**src/common/scratchPkg.sv**
```systemverilog
// Scratchpad shared definitions

package scratchPkg;

  //////////////////////////////////////////////////////////////////////
  // Bus and line geometry
  //////////////////////////////////////////////////////////////////////

  // Width of the APB byte address
  localparam int APB_ADDR_W = 32;

  // Width of one APB data word
  localparam int APB_DATA_W = 32;

  // One strobe bit per byte of the APB word
  localparam int APB_STRB_W = APB_DATA_W / 8;

  // Each SRAM line holds this many APB words
  localparam int WORDS_PER_LINE = 4;

  // A full line is four words wide
  localparam int LINE_DATA_W = APB_DATA_W * WORDS_PER_LINE;

  // Number of bytes in a line, which is also the number of byte enables
  localparam int LINE_BYTES = LINE_DATA_W / 8;

  // Address bits that pick a byte inside a word
  localparam int WORD_OFFSET_W = $clog2(APB_STRB_W);

  // Address bits that pick a word inside a line
  localparam int WORD_SEL_W = $clog2(WORDS_PER_LINE);

  // The line index starts right above this many address bits
  localparam int LINE_OFFSET_W = WORD_OFFSET_W + WORD_SEL_W;

  //////////////////////////////////////////////////////////////////////
  // Vector types
  //////////////////////////////////////////////////////////////////////

  typedef logic [APB_ADDR_W-1:0]  apbAddrT;
  typedef logic [APB_DATA_W-1:0]  apbDataT;
  typedef logic [APB_STRB_W-1:0]  apbStrbT;
  typedef logic [LINE_DATA_W-1:0] lineDataT;
  typedef logic [LINE_BYTES-1:0]  lineStrbT;
  typedef logic [WORD_SEL_W-1:0]  wordSelT;

  // One word request handed from the APB front stage to the lane stage
  // The line index goes beside it because its width follows lineCount
  typedef struct packed {
    logic    write;
    wordSelT wordSel;
    apbStrbT strb;
    apbDataT wdata;
  } lineReqT;

  // Front stage walks idle, access, respond for every transfer
  typedef enum logic [1:0] {
    frontIdle,
    frontAccess,
    frontRespond
  } frontStateT;

endpackage
```
**src/verilog/laneSteer.sv**
```systemverilog
// Word-to-line lane steering

`timescale 1ns/100ps

module laneSteer #(
  parameter int lineCount = 256
) (
  input  logic                         clk,
  input  logic                         arstN,
  input  logic                         reqValid,
  input  scratchPkg::lineReqT          req,
  input  logic [$clog2(lineCount)-1:0] lineIdx,
  output logic [$clog2(lineCount)-1:0] sramAdr,
  output scratchPkg::lineDataT         sramWdata,
  output logic                         sramWe,
  output scratchPkg::lineStrbT         sramByteWe,
  input  scratchPkg::lineDataT         sramRdata,
  output scratchPkg::apbDataT          rdWord
);

  import scratchPkg::*;

  // Word select of the last request, lined up with the read data
  wordSelT                   rdSelQ;

  // One bit per lane, set when any byte of that lane is enabled
  logic [WORDS_PER_LINE-1:0] laneActive;

  //////////////////////////////////////////////////////////////////////
  // Request path toward the SRAM
  //////////////////////////////////////////////////////////////////////

  // The line index goes straight through
  assign sramAdr = lineIdx;

  // The word is copied to every lane and the byte enables pick the one
  // that really gets written
  assign sramWdata = {WORDS_PER_LINE{req.wdata}};

  // Strobe nibble shifted into the lane chosen by the word select
  assign sramByteWe = lineStrbT'(req.strb) << (req.wordSel * APB_STRB_W);

  // A request without the write bit is a read and leaves the array alone
  assign sramWe = reqValid && req.write;

  //////////////////////////////////////////////////////////////////////
  // Read lane select
  //////////////////////////////////////////////////////////////////////

  // The SRAM answers one cycle after the request edge
  // Holding the word select across that edge keeps the mux aligned
  always_ff @(posedge clk or negedge arstN) begin
    if (!arstN) begin
      rdSelQ <= '0;
    end else if (reqValid) begin
      rdSelQ <= req.wordSel;
    end
  end

  // Pick the 32-bit lane out of the returned line
  assign rdWord = sramRdata[rdSelQ * APB_DATA_W +: APB_DATA_W];

  //////////////////////////////////////////////////////////////////////
  // Checks
  //////////////////////////////////////////////////////////////////////

  // Collapse each strobe nibble to one bit per lane
  for (genvar i = 0; i < WORDS_PER_LINE; i++) begin : gLane
    assign laneActive[i] = |sramByteWe[i*APB_STRB_W +: APB_STRB_W];
  end

  // A write from the APB side never touches more than one lane
  oneLanePerWrite : assert property (
    @(posedge clk) disable iff (!arstN)
    sramWe |-> $onehot0(laneActive)
  ) else $error("byte enables span more than one lane");

endmodule

```
**config.mk**
```make
export PLATFORM = sky130hd
export DESIGN_NAME = laneSteer
export DESIGN_NICKNAME = d
export VERILOG_FILES = /design/src/common/scratchPkg.sv /design/src/verilog/laneSteer.sv
export SDC_FILE = /design/constraint.sdc
export NUM_CORES = 1
export LEC_CHECK = 0
export BUFFER_PORTS_ARGS = -buffer_cell sky130_fd_sc_hd__buf_2
export CORE_AREA = 2 2 141 143
export CTS_CLUSTER_SIZE = 12
export DETAILED_ROUTE_END_ITERATION = 16
export DIE_AREA = 0 0 143 145
export GPL_TIMING_DRIVEN = 0
export HOLD_SLACK_MARGIN = 0.06
export MAX_ROUTING_LAYER = met4
export PLACE_DENSITY = 0.47
export SYNTH_ARGS = -nofsm -noshare
export SYNTH_HDL_FRONTEND = slang
export SYNTH_SLANG_ARGS = --single-unit
```
**constraint.sdc**
```tcl
create_clock -name clk -period 1.71 [get_ports clk]
set_input_delay 0.342 -clock clk [delete_from_list [all_inputs] [get_ports clk]]
set_output_delay 0.342 -clock clk [all_outputs]
set_load 0.02 [all_outputs]
```
==> impl_results.md <==
- Status: finished with violations
- Violated checks: negative setup slack
- Gate Count Post-Synth: about 200
- Total power: ~2 mW
- Startpoint types: flip-flop
- Worst-case reg-to-reg path depth: 4
- Max reg flops: 2
- Vias in the first global route: roughly 2.4k
- Area occupied by registers: roughly 50 sq um
- Critical path's slowest cell: mux4_2
- Total detailed-routing wirelength: about 9 mm
- FF-to-FF End: rdSelQ[0]$_DFFE_PN0P_
- R2R Path Start: rdSelQ[0]$_DFFE_PN0P_
- Maximum vdd drop: roughly 0.22 mV
- Root buffer cell: clkbuf_16
- Vias: 2,520
- Hold Slack: ~0.42 ns
- YS warnings: 0
- Initial core utilization: 0.107
- CTS tree: built
- Boundary Pins: 363
- Worst-path cell chain: buf_12 > buf_12 > mux4_2 > buf_6
- Cell Area, Placed: between 0.003 and 0.004 sq mm
- Post-synthesis sequential area ratio: 0.0244
- #FFs+latches synth: 2
- Initial DRC count: 31
- Slowest cell delay on critical path: approximately 0.54 ns
- Tot GR Track Use: 0.0777
- Setup crit end: rdWord[9]
- Worst Hold Class: primary input to flip-flop
- NumNets Final: 711
- Worst path bufs/invs: 3
- Avg Vias per Cell: between 3 and 4
- Leakage dissipation: ~2.4 nW
- Cell taking the most area after synthesis: buf_4
- Maxcap violations: 0
- Row count: 51
- Antenna violations before repair: 1
- Clock skew: 0 ns
- Core footprint: approximately 0.019 sq mm
- Endpoints failing hold: 0
- Measured slew at the worst slew-check pin: around 0.31 ns
- Critical Path Sink Type: output port
- Largest Register: rdSelQ
- Fin area: between 0.004 and 0.005 sq mm
- GP Congestion: roughly 0.73
- Die Area: 0.0207 sq mm
- Share of cells above drive strength 1: 0.959
- CTS H-tree depth: 1
- Worst-Skew Late Latency: 0.22 ns
- Syn_area_per_cell: between 10 and 15 sq um
- Clk slew on worst S/H paths: around 0.030 ns
- Fill count: approximately 2.1k
- Flop-to-flop setup slack: ~0.50 ns
- Top Registers: rdSelQ x2
- Pwr Density: about 470 mW/mm^2
- Port bufs: between 300 and 400
- Area share of the largest cell type after synthesis: 0.497
- Remaining Overflow, GRT: 0
- Most common cell on crit path: buf_12
- First-pass GRT wire length: between 10 and 15 mm
- Slew headroom: 0.796
- RSZ-0062 raised after global routing: true
- Residual DRC: 0
- Path length in cells of the critical path: 4
- Tcrit/Tclk final: 1.14
- Num Clock Sinks: 2
- Area of the multi-input gates: 875 sq um
- Syn Nets: about 380
- CP startpoint: rdSelQ[0]$_DFFE_PN0P_
- Die X: roughly 140 um
- Worst-case clock buffer depth: 2
- Post-DP HPWL: 7.91 mm
- Final Setup Violations: 32
- Worst setup path category: flip-flop to output port
- Layout area overhead: 109%
- Peak Freq: 0.512 GHz
- Max-slew violations: 0
- Routed Antenna Nets: 0
- PnR worst setup slack: -0.242 ns
- Avg WL per Cell: between 10 and 15 um
- Synthesized cell area: around 0.0021 sq mm
- First-pass DRT Iterations: 4
- Worst Path Arrival: 1.61 ns
- Critical path's top delay family: multiplexers
- Largest net degree at the start of global routing: 11
- CTS buffer count: 3
- Chip height: between 100 and 150 um
- Area contributors post-synth: buf_4, mux4_2, mux4_1
- Distinct cells, synth: 13
- Min Tclk post-route: 1.95 ns
- Peak fanout along the critical path: 9
- Req. time, crit path: ~1.4 ns
[cells in the mapped netlist, drive strengths merged]
cell,number
nor3b,4
and2,1
buf,143
mux4,32
dfrtp,2
clkbuf,3
mux2,2
and3,4
and3b,8
[worst min path at each step]
stage / cells after the start / end / slack [ns] / start
6_report: 2 / rdSelQ[0]$_DFFE_PN0P_ / 0.42 / reqValid
5_1_grt: 2 / rdSelQ[0]$_DFFE_PN0P_ / 0.45 / reqValid
4_1_cts: 2 / rdSelQ[0]$_DFFE_PN0P_ / 0.43 / reqValid
3_5_place_dp: 1 / rdSelQ[1]$_DFFE_PN0P_ / 0.13 / arstN
3_3_place_gp: 1 / rdSelQ[0]$_DFFE_PN0P_ / 0.13 / arstN
2_1_floorplan: 0 / rdSelQ[0]$_DFFE_PN0P_ / 0.05 / arstN
[cells by family (layout without fill, tap and decap cells)]
group	count (synthesis)	count (layout)	share of synthesized area
buffers and inverters	146	478	0.544
flip-flops	2	2	0.0244
multiplexers	34	34	0.367
other	0	1	0
AND/OR/NAND/NOR	17	17	0.0639
[metal layers]
metal  track usage  up-vias  wire length, um  part of all wire
li1              -     1234                -                 -
met1        0.0695     1112             2780              0.31
met2         0.165      171             5260              0.59
met3        0.0182        3              903              0.10
met4       0.00594        0               18            0.0020
met5             -        -                0                 0
[timing repair]
action,4_1_cts,5_1_grt
endpoints found under the setup margin,32,32
setup buffers,4,0
resized for setup,34,7
hold buffers,1,0
hold endpoints to repair,2,0
cloned,1,2
[stage by stage]
stage,cells,utilization,TNS [ns],worst slack (ns)
after floorplan,199,-,0,0.196
after global placement,786,0.208,-3.02,-0.174
after detailed placement,786,0.208,-2.59,-0.161
after CTS,794,0.220,-6.69,-0.252
after global routing,797,0.224,-7.63,-0.271
final,797,0.224,-6.29,-0.242
[area by class of cell]
type	instances	share of cell area
Antenna cell	1	0.000583
Buffer	145	0.263
Clock buffer	3	0.0175
Multi-Input combinational cell	51	0.204
Sequential cell	2	0.0117
Tap cell	265	0.0772
Timing Repair Buffer	330	0.426
[report_power, final]
| part | total, mW | internal (mW) | switching, mW | leakage [nW] |
|---|---|---|---|---|
| registers | 0.0606 | 0.0525 | 0.00810 | 0.0234 |
| clock network | 0.351 | 0.297 | 0.0532 | 0.0370 |
| logic | 1.59 | 0.851 | 0.742 | 2.39 |
| total | 2.00 | 1.20 | 0.803 | 2.45 |
[worst reg2reg max path: cells and delay by family, from the launching register on]
family / cells / cell delay, ns
muxes: 1 / 0.25
buffers and inverters: 3 / 0.46
DFF: 1 / 0.38
[cell usage in the layout, fill, tap and decap left out, types with 2 or more instances in the layout]
cell type,instances
buf_2,306
nor3b_1,4
clkbuf_1,2
buf_12,4
and3b_1,8
clkbuf_16,5
mux4_2,32
mux2_2,2
and3_1,4
buf_4,143
dfrtp_1,2
buf_6,16
Power figures use the tool's default switching activity.
