### config.mk
export PLATFORM = sky130hd
export DESIGN_NAME = apbFront
export DESIGN_NICKNAME = d
export VERILOG_FILES = /design/src/common/scratchPkg.sv /design/src/verilog/apbFront.sv
export SDC_FILE = /design/constraint.sdc
export NUM_CORES = 1
export LEC_CHECK = 0
export BUFFER_PORTS_ARGS = -buffer_cell sky130_fd_sc_hd__buf_2
export CELL_PAD_IN_SITES_DETAIL_PLACEMENT = 1
export CELL_PAD_IN_SITES_GLOBAL_PLACEMENT = 1
export CORE_MARGIN = 1.5
export CORE_UTILIZATION = 25
export DETAILED_ROUTE_END_ITERATION = 10
export PLACE_DENSITY_LB_ADDON = 0.05
export SETUP_SLACK_MARGIN = 0.05
export SLEW_MARGIN = 20
export SYNTH_ARGS = -nofsm -noshare
export SYNTH_HDL_FRONTEND = slang
export SYNTH_SLANG_ARGS = --single-unit
### constraint.sdc
create_clock -name clk -period 4.9 [get_ports clk]
set_input_delay 0.735 -clock clk [delete_from_list [all_inputs] [get_ports clk]]
set_output_delay 0.735 -clock clk [all_outputs]
set_load 0.02 [all_outputs]
### src/common/scratchPkg.sv
// Scratchpad shared definitions

package scratchPkg;

  //////////////////////////////////////////////////////////////////////
  // Bus and line geometry
  //////////////////////////////////////////////////////////////////////

  // Width of the APB byte address
  localparam int APB_ADDR_W = 32;

  // Width of one APB data word
  localparam int APB_DATA_W = 32;

  // One strobe bit per byte of the APB word
  localparam int APB_STRB_W = APB_DATA_W / 8;

  // Each SRAM line holds this many APB words
  localparam int WORDS_PER_LINE = 4;

  // A full line is four words wide
  localparam int LINE_DATA_W = APB_DATA_W * WORDS_PER_LINE;

  // Number of bytes in a line, which is also the number of byte enables
  localparam int LINE_BYTES = LINE_DATA_W / 8;

  // Address bits that pick a byte inside a word
  localparam int WORD_OFFSET_W = $clog2(APB_STRB_W);

  // Address bits that pick a word inside a line
  localparam int WORD_SEL_W = $clog2(WORDS_PER_LINE);

  // The line index starts right above this many address bits
  localparam int LINE_OFFSET_W = WORD_OFFSET_W + WORD_SEL_W;

  //////////////////////////////////////////////////////////////////////
  // Vector types
  //////////////////////////////////////////////////////////////////////

  typedef logic [APB_ADDR_W-1:0]  apbAddrT;
  typedef logic [APB_DATA_W-1:0]  apbDataT;
  typedef logic [APB_STRB_W-1:0]  apbStrbT;
  typedef logic [LINE_DATA_W-1:0] lineDataT;
  typedef logic [LINE_BYTES-1:0]  lineStrbT;
  typedef logic [WORD_SEL_W-1:0]  wordSelT;

  // One word request handed from the APB front stage to the lane stage
  // The line index goes beside it because its width follows lineCount
  typedef struct packed {
    logic    write;
    wordSelT wordSel;
    apbStrbT strb;
    apbDataT wdata;
  } lineReqT;

  // Front stage walks idle, access, respond for every transfer
  typedef enum logic [1:0] {
    frontIdle,
    frontAccess,
    frontRespond
  } frontStateT;

endpackage
### src/verilog/apbFront.sv
// APB completer front stage

`timescale 1ns/100ps

module apbFront #(
  parameter int lineCount = 256
) (
  input  logic                         clk,
  input  logic                         arstN,
  input  logic                         psel,
  input  logic                         penable,
  input  logic                         pwrite,
  input  scratchPkg::apbAddrT          paddr,
  input  scratchPkg::apbDataT          pwdata,
  input  scratchPkg::apbStrbT          pstrb,
  output logic                         pready,
  output scratchPkg::apbDataT          prdata,
  output logic                         pslverr,
  output logic                         reqValid,
  output scratchPkg::lineReqT          req,
  output logic [$clog2(lineCount)-1:0] lineIdx,
  input  scratchPkg::apbDataT          rdWord
);

  import scratchPkg::*;

  localparam int idxWidth = $clog2(lineCount);

  // First byte address past the end of the scratchpad
  localparam apbAddrT windowEnd = apbAddrT'(lineCount * LINE_BYTES);

  frontStateT state;
  frontStateT stateNext;

  // High in the SETUP cycle of a transfer
  logic       setup;

  // Setup seen while idle, so the request is taken on this edge
  logic       capture;

  // Address lies inside the configured window
  logic       inRange;

  // Registered error flag for the transfer in flight
  logic       errQ;

  //////////////////////////////////////////////////////////////////////
  // Address decode
  //////////////////////////////////////////////////////////////////////

  assign setup   = psel && !penable;
  assign capture = (state == frontIdle) && setup;
  assign inRange = paddr < windowEnd;

  //////////////////////////////////////////////////////////////////////
  // State machine
  //////////////////////////////////////////////////////////////////////

  // Every transfer spends exactly one cycle in access and one in respond,
  // which gives the fixed single wait state
  always_comb begin
    stateNext = state;
    unique case (state)
      frontIdle: begin
        if (setup) begin
          stateNext = frontAccess;
        end
      end
      frontAccess: begin
        stateNext = frontRespond;
      end
      frontRespond: begin
        // The requester sees pready now and completes on this edge
        stateNext = frontIdle;
      end
      default: begin
        stateNext = frontIdle;
      end
    endcase
  end

  // Control registers
  always_ff @(posedge clk or negedge arstN) begin
    if (!arstN) begin
      state    <= frontIdle;
      reqValid <= 1'b0;
      errQ     <= 1'b0;
    end else begin
      state <= stateNext;
      // The SRAM request lives for the first access cycle only
      // Out-of-window addresses never reach the array
      reqValid <= capture && inRange;
      if (capture) begin
        errQ <= !inRange;
      end
    end
  end

  // Request payload, held steady until the next SETUP
  always_ff @(posedge clk) begin
    if (capture) begin
      req.write   <= pwrite;
      req.wordSel <= paddr[WORD_OFFSET_W +: WORD_SEL_W];
      req.strb    <= pstrb;
      req.wdata   <= pwdata;
      lineIdx     <= paddr[LINE_OFFSET_W +: idxWidth];
    end
  end

  //////////////////////////////////////////////////////////////////////
  // Response
  //////////////////////////////////////////////////////////////////////

  assign pready  = (state == frontRespond);
  assign pslverr = pready && errQ;

  // Only a good read returns the lane from the SRAM
  // Writes and errored reads give zero
  assign prdata = (pready && !errQ && !req.write) ? rdWord : '0;

  // The requester stays in ACCESS until completion, so pready only ever
  // meets a bus that still has psel and penable up
  apbReadyInAccess : assert property (
    @(posedge clk) disable iff (!arstN)
    pready |-> psel && penable
  ) else $error("pready outside an APB ACCESS phase");

  // A single transfer issues at most one SRAM request
  singleRequestPulse : assert property (
    @(posedge clk) disable iff (!arstN)
    reqValid |=> !reqValid
  ) else $error("reqValid held for two cycles");

endmodule

==> results of run 1 <==
==> sequential cells by signal, summed over array words and instances (netlist names) <==
register  count
req          39
lineIdx       8
state         2
errQ          1
reqValid      1
==> area by class of cell <==
cell class                      instances  area, um^2  area share
Timing Repair Buffer                  187       943.4      0.3135
Clock buffer                            6       72.57     0.02412
Multi-Input combinational cell         47       319.1      0.1060
Tap cell                               99       123.9     0.04116
Sequential cell                        51        1511      0.5023
Clock inverter                          2       38.79     0.01289
==> worst paths after layout <==
kind / endpoint / slack (ns) / cells past startpoint
worst max register to register: errQ / 3.38 / 4
max in group asynchronous: state[0] / 4.54 / 1
worst max-delay path: prdata[15] / 2.17 / 5
worst min register to register: state[0] / 0.54 / 1
worst min-delay path: reqValid / 0.22 / 1
min in group clk: state[0] / 0.54 / 1
==> metal layers <==
metal | up-vias | track usage
met3 | 6 | 0.06250
li1 | 750 | -
met5 | - | 0
met1 | 732 | 0.1279
met4 | 0 | 0.03409
met2 | 81 | 0.2183
==> worst max-delay path, cell delays in order, from the launching register on <==
cell and delay (ns):
dfrtp_1 0.43, and2b_1 0.24, nor3b_2 0.43, buf_4 0.30, and2_1 0.14, buf_2 0.16
==> cells in the mapped netlist <==
cell type  number
o22a_1          1
nor3b_2         1
nor4b_1         1
nand2_1         1
nand4_1         1
nor4b_2         1
dfrtp_1         4
and2_1         33
and2b_1         1
nor2b_1         1
nor2_1          1
nor4_1          5
clkbuf_2        3
edfxtp_1       47
==> logic make-up (layout without fill, tap and decap cells) <==
logic type             Yosys count  after routing  synth area share
AOI/OAI and AO/OA                1              1          0.004769
and+or+nand+nor                 46             46            0.1642
DFF                             51             51            0.8229
buffers and inverters            3            195          0.008172
==> report_power, final <==
part / internal, uW / switching [uW]
logic: 43.2 / 49.1
registers: 497 / 5.00
clock network: 154 / 136
==> stage by stage <==
step | power (uW) | instances | hold WS [ns] | utilization
3_5_place_dp | 606.6 | 384 | 0.5196 | 0.4038
2_1_floorplan | 547.2 | 101 | 0.4394 | -
4_1_cts | 900.2 | 392 | 0.2152 | 0.4194
6_report | 884.5 | 392 | 0.2233 | 0.4194
5_1_grt | 923.0 | 392 | 0.2015 | 0.4194
3_3_place_gp | 604.7 | 384 | 0.5162 | 0.4038
==> results.cfg, run 1 <==
[die]
fp.dieW_um = 88.72
rows = 31
core_um2 = 7176
initial_core_util = 0.2560
die_h_um = 88.72
die-area_um2 = 7870
ios = 187

[placement]
gp_congestion = 0.6302
dp_hpwl_mm = 4.237
portBuffers = 184
placed_area_um2 = 2898
dp_slack_ns = 2.451

[sta]
max_freq_ghz = 0.3663
period_minus_slack_ns = 2.730
worst_slew_pin_slew_ns = 0.4821
clock_skew_ns = 0.01348
slew-limit-headroom = 0.6772
report.final.slew_viol_count = 0
final_hold_viol_count = 0
rsz0062_at_grt = false
fin_crit_sh = 0.5572
setup_slack_ns = 2.170
tns_ns = 0
setup_violations = 0

[global_route]
grt_pass1_vias = 1522
gr-total-overflow = 0
grt_pass1_wl_mm = 7.217
grt_max_degree = 33
antenna_found_initial = 0
grt.total_usage = 0.1231

[yosys]
syn-cell-area_um2 = 1837
synth_warnings = 0
seq_area_frac_synth = 0.8229
synth_area_leaders = edfxtp_1, and2_1, dfrtp_1
synth_cell_types = 14
ys_ff_latch = 51
synthCells = 101
synth.avg_cell_area_um2 = 18.19
synth_nets = 206
yosysTopAreaCell = edfxtp_1
netlist.area_leader.share = 0.7684

[drt]
vias_per_cell = 4.003
wirelength_mm = 5.165
drtIter0Drc = 31
vias = 1569
routed-wl-met2_mm = 2.751
dr_wl_met3_um = 610
wire_per_inst_um = 13.18
drt-met1-wl_mm = 1.764
highest_layer = met4
first_pass_iters = 2
final_antenna_net_count = 0
drcViolationCount = 0

[job]
cap_violations = 0

[critical_path]
cp-start-kind = flop
crit_type = reg2out
worstPathRequired_ns = 4.16
end_kind = output pin
worstPathArrival_ns = 2.00
r2r_start = state[0]
crit_path_max_fanout = 22
crit_start = state[0]

[clocking]
cts_num_sinks = 51
clockBufferDepth = 2
cts_hold_buffers = 0
cts_resized = 0
cts_tree = built
postCtsSetupRepairBufs = 0
clk_latency_ns = 0.30
numCtsBuffers = 5
root_buffer = clkbuf_8
cts.htree.levels = 2
clkSlewWorstSetupHoldPaths_ns = 0.10

[power_and_ir_drop]
p_per_area_nw_per_um2 = 293.9
p_leak_uw = 0.001461
ir_drop_mv = 0.1570

[final_layout]
layout_common_cells = buf_2, edfxtp_1, and2_1, nor4_1, clkbuf_8
drive_above_1_share = 0.6689
mostFrequentLayoutCell = buf_2
areaGrowthSynthToFinish_pct = 63.83
diodes = 0
fillers = 823
final_area_um2 = 3009
final_nets = 397

[run_status]
status = finished clean

[worst_hold_path]
hold_path_class = in2async
No activity file was read; power rests on OpenSTA's default activity.
==> run 2: changes to the inputs <==
==> constraint.sdc (replaced) <==
create_clock -name clk -period 2.8 [get_ports clk]
set_input_delay 0.42 -clock clk [delete_from_list [all_inputs] [get_ports clk]]
set_output_delay 0.42 -clock clk [all_outputs]
set_load 0.02 [all_outputs]
==> results.cfg, run 2 (synthesized netlist as in run 1, its figures left out) <==
[clocking]
root_buffer = clkbuf_8
clockBufferDepth = 2
numCtsBuffers = 5
cts_num_sinks = 51
cts.htree.levels = 2
clkSlewWorstSetupHoldPaths_ns = 0.09
cts_tree = built
clk_latency_ns = 0.30
postCtsSetupRepairBufs = 0

[critical_path]
crit_path_max_fanout = 19
crit_type = reg2out
end_kind = output pin
cp-start-kind = flop
crit_chain = and2b_1 -> nor3b_2 -> buf_4 -> and2_1 -> buf_2
worstPathRequired_ns = 2.38
cpPeakStageDelay_ns = 0.44
reg2reg_depth = 4
worstPathArrival_ns = 1.70
reg2reg_slack_ns = 1.29
cp_slowest_cell = dfrtp_1

[worst_hold_path]
hold_depth = 1
hold_path_class = in2reg

[global_route]
grt.total_usage = 0.1183
grtUsageMet3 = 0.06437
use_met1 = 0.1201
grt_max_degree = 32
busiest_layer = met2
grt_pass1_wl_mm = 6.893
use_met2 = 0.2114
grt_pass1_vias = 1379
gr-total-overflow = 0
antenna_found_initial = 0

[die]
fp.dieW_um = 88.72
initial_core_util = 0.2560
rows = 31
core_um2 = 7176
die-area_um2 = 7870
ios = 187
die_h_um = 88.72

[sta]
max_freq_ghz = 0.4724
fin_crit_sh = 0.7559
clock_skew_ns = 0.008328
tns_ns = 0
final_hold_viol_count = 0
report.final.slew_viol_count = 0
slew-limit-headroom = 0.7443
period_minus_slack_ns = 2.117
rsz0062_at_grt = false
setup_violations = 0
worst_slew_pin_slew_ns = 0.3835

[drt]
drtIter0Drc = 36
vias_per_cell = 3.942
vias = 1553
wirelength_mm = 5.063
wire_per_inst_um = 12.85
final_antenna_net_count = 0
first_pass_iters = 3
drcViolationCount = 0

[power_and_ir_drop]
internal_power_uw = 1122
clkPwrFrac = 0.280
p_per_area_nw_per_um2 = 481.9
p_total_uw = 1446
sw_frac_of_total = 0.2246
ir_drop_mv = 0.2408
p_switching_uw = 324.8
p_comb_frac = 0.113
seq_power_share = 0.608
p_leak_uw = 0.001460

[placement]
portBuffers = 184
dp_hpwl_mm = 4.206
gp_congestion = 0.6747

[final_layout]
largest_reg_flops = 39
fillers = 824
final_nets = 399
reg_top3 = req x39, lineIdx x8, state x2
drive_above_1_share = 0.6678
diodes = 0
mostFrequentLayoutCell = buf_2
areaGrowthSynthToFinish_pct = 63.42
largest-register = req
layout_common_cells = buf_2, edfxtp_1, and2_1, nor4_1, clkbuf_8

[run_status]
status = finished clean

[job]
cap_violations = 0
run 2: changes by cell type in the layout (fill, tap and decap cells not counted), sizes merged:
cell and change:
buf +1, clkinv +2, bufinv -1, dlygate4sd3 +1, clkbuf -1
run 2: power by group through the flow:
stage | logic (uW) | registers [uW] | clock network (uW)
2_1_floorplan | 20.8 | 937 | 0
3_3_place_gp | 162 | 895 | 0
4_1_cts | 166 | 879 | 428
6_report | 163 | 879 | 405
5_1_grt | 177 | 883 | 460
3_5_place_dp | 165 | 896 | 0
run 2: path summary, 6_finish.rpt:
path,startpoint,endpoint
worst max-delay path,state[0],prdata[21]
worst min-delay path,paddr[2],req[36]
worst max register to register,state[0],errQ
worst min register to register,state[1],state[1]
max in group asynchronous,arstN,state[0]
min in group asynchronous,arstN,errQ
run 2: cell type report:
type	count	area, um^2	area share
Tap cell	99	123.9	0.04127
Sequential cell	51	1511	0.5035
Timing Repair Buffer	189	960.9	0.3201
Clock inverter	3	17.52	0.005836
Clock buffer	5	68.82	0.02293
Multi-Input combinational cell	47	319.1	0.1063
run 2: through the flow:
step                worst slack (ns)    util  cells  hold WS, ns  cell area (um^2)
detailed placement            0.9944  0.4049    385       0.2359              2905
global placement               1.005  0.4049    385       0.2349              2905
global route                  0.5257  0.4183    394       0.2618              3002
floorplan                    0.07216       -    101       0.1244              1846
CTS                           0.6588  0.4183    394       0.2734              3002
finish                        0.6834  0.4183    394       0.2914              3002
run 2: what timing repair did:
| item | 4_1_cts | 5_1_grt |
|---|---|---|
| hold endpoints to repair | 4 | 0 |
| hold buffers | 1 | 0 |
| gates resized for setup | 0 | 0 |
run 2: layer usage:
metal	part of all wire	vias to the layer above
met2	0.55	78
li1	-	751
met3	0.12	4
met4	0.0049	0
met5	0	-
met1	0.33	720
run 2: critical path, delay by kind of cell, from the launching register on:
family,cells,cell delay [ns]
AND/OR/NAND/NOR,3,0.57
flip-flops,1,0.44
buffers and inverters,2,0.38
==> run 3: changes to the inputs <==
==> constraint.sdc (replaced) <==
create_clock -name clk -period 2.05 [get_ports clk]
set_input_delay 0.3075 -clock clk [delete_from_list [all_inputs] [get_ports clk]]
set_output_delay 0.3075 -clock clk [all_outputs]
set_load 0.02 [all_outputs]
==> results.cfg, run 3 (synthesized netlist as in run 1, its figures left out) <==
[die]
initial_core_util = 0.2560
rows = 31
ios = 187
fp.dieW_um = 88.72
die_h_um = 88.72
core_um2 = 7176
die-area_um2 = 7870

[power_and_ir_drop]
p_per_area_nw_per_um2 = 675.9
ir_drop_mv = 0.3948
p_leak_uw = 0.001525
p_total_uw = 2128

[final_layout]
layout_common_cells = buf_2, edfxtp_1, and2_1, buf_4, buf_6
largest-register = req
final_area_um2 = 3148
largest_reg_flops = 39
reg_top3 = req x39, lineIdx x8, state x2
drive_above_1_share = 0.6755
diodes = 0
fillers = 824
final_nets = 406
mostFrequentLayoutCell = buf_2
areaGrowthSynthToFinish_pct = 71.39

[clocking]
clockBufferDepth = 2
cts_tree = built
cts.htree.levels = 2
clk_latency_ns = 0.30
root_buffer = clkbuf_8
clkSlewWorstSetupHoldPaths_ns = 0.10
cts_num_sinks = 51
numCtsBuffers = 5

[critical_path]
crit_type = reg2out
cpPeakStageDelay_ns = 0.39
cp-start-kind = flop
worstPathArrival_ns = 1.64
crit_chain = and2b_1 -> nor3b_4 -> buf_6 -> buf_6 -> and2_1 -> buf_2
worstPathRequired_ns = 1.74
end_kind = output pin
cpMostUsedCell = buf_6
cp_slowest_cell = dfrtp_1
crit_path_max_fanout = 6

[worst_hold_path]
hold_path_class = in2reg

[sta]
final_hold_viol_count = 0
max_freq_ghz = 0.5132
whs_ns = 0.1724
setup_violations = 0
period_minus_slack_ns = 1.949
fin_crit_sh = 0.9505
worst_slew_pin_slew_ns = 0.4596
setup_slack_ns = 0.1015
slew-limit-headroom = 0.6923
clock_skew_ns = 0.01040
rsz0062_at_grt = false
report.final.slew_viol_count = 0

[drt]
drtIter0Drc = 25
final_antenna_net_count = 0
wire_per_inst_um = 13.48
vias_per_cell = 3.960
vias = 1588
drcViolationCount = 0
wirelength_mm = 5.406
first_pass_iters = 4

[placement]
portBuffers = 184
gp_congestion = 0.7124
placed_area_um2 = 2918
dp_hpwl_mm = 4.278
dp_slack_ns = 0.3395

[global_route]
grt_max_degree = 40
grt_pass1_vias = 1458
antenna_found_initial = 0
grt_pass1_wl_mm = 7.286
gr-total-overflow = 0
grt.total_usage = 0.1254

[run_status]
status = finished clean

[job]
cap_violations = 0
## run 3: worst paths after layout
path	from	endpoint	slack (ns)	depth (start not counted)
setup / recovery	state[0]	prdata[24]	0.10	6
hold / removal	pstrb[3]	req[35]	0.17	1
setup reg to reg	state[1]	req[4]	0.46	3
hold reg to reg	state[1]	state[1]	0.55	2
max in group asynchronous	arstN	reqValid	1.56	2
min in group asynchronous	arstN	errQ	0.37	2
## run 3: final cells by class
class / instances / area [um^2] / share of cell area
clock buffers: 6 / 72.57 / 0.02305
well taps: 99 / 123.9 / 0.03935
flip-flops and latches: 51 / 1511 / 0.4801
clock inverters: 2 / 38.79 / 0.01232
repair buffers: 196 / 1076 / 0.3418
multi-input cells: 47 / 325.3 / 0.1033
## run 3: per-layer routing
metal,routed length (um),global-route usage,part of all wire,vias up
met2,2765,0.2039,0.51,86
met3,607,0.06063,0.11,8
met1,1975,0.1450,0.37,726
met4,58,0.04261,0.011,0
li1,-,-,-,768
met5,0,0,0,-
## run 3: repair_timing
item                                    CTS  global route
gates cloned                              3             0
endpoints found under the hold margin     4             0
endpoints found under the setup margin   23            32
setup buffers                             3             1
hold buffers                              1             0
resized for setup                        14             6
## run 3: critical path, delay by kind of cell (launching register included)
kind | cells | cell delay, ns
buffers and inverters | 3 | 0.43
AND/OR/NAND/NOR | 3 | 0.53
flip-flops | 1 | 0.39
## run 3: report_power, final
| part | switching, uW | internal [uW] |
|---|---|---|
| Sequential | 9.70 | 1190 |
| Clock | 325 | 369 |
| Combinational | 123 | 113 |
## run 3: per-stage QoR
stage               TNS [ns]  std cells  utilization
floorplan             -22.37        101            -
global placement           0        385       0.4066
detailed placement         0        385       0.4066
CTS                        0        400       0.4352
global route               0        401       0.4387
finish                     0        401       0.4387
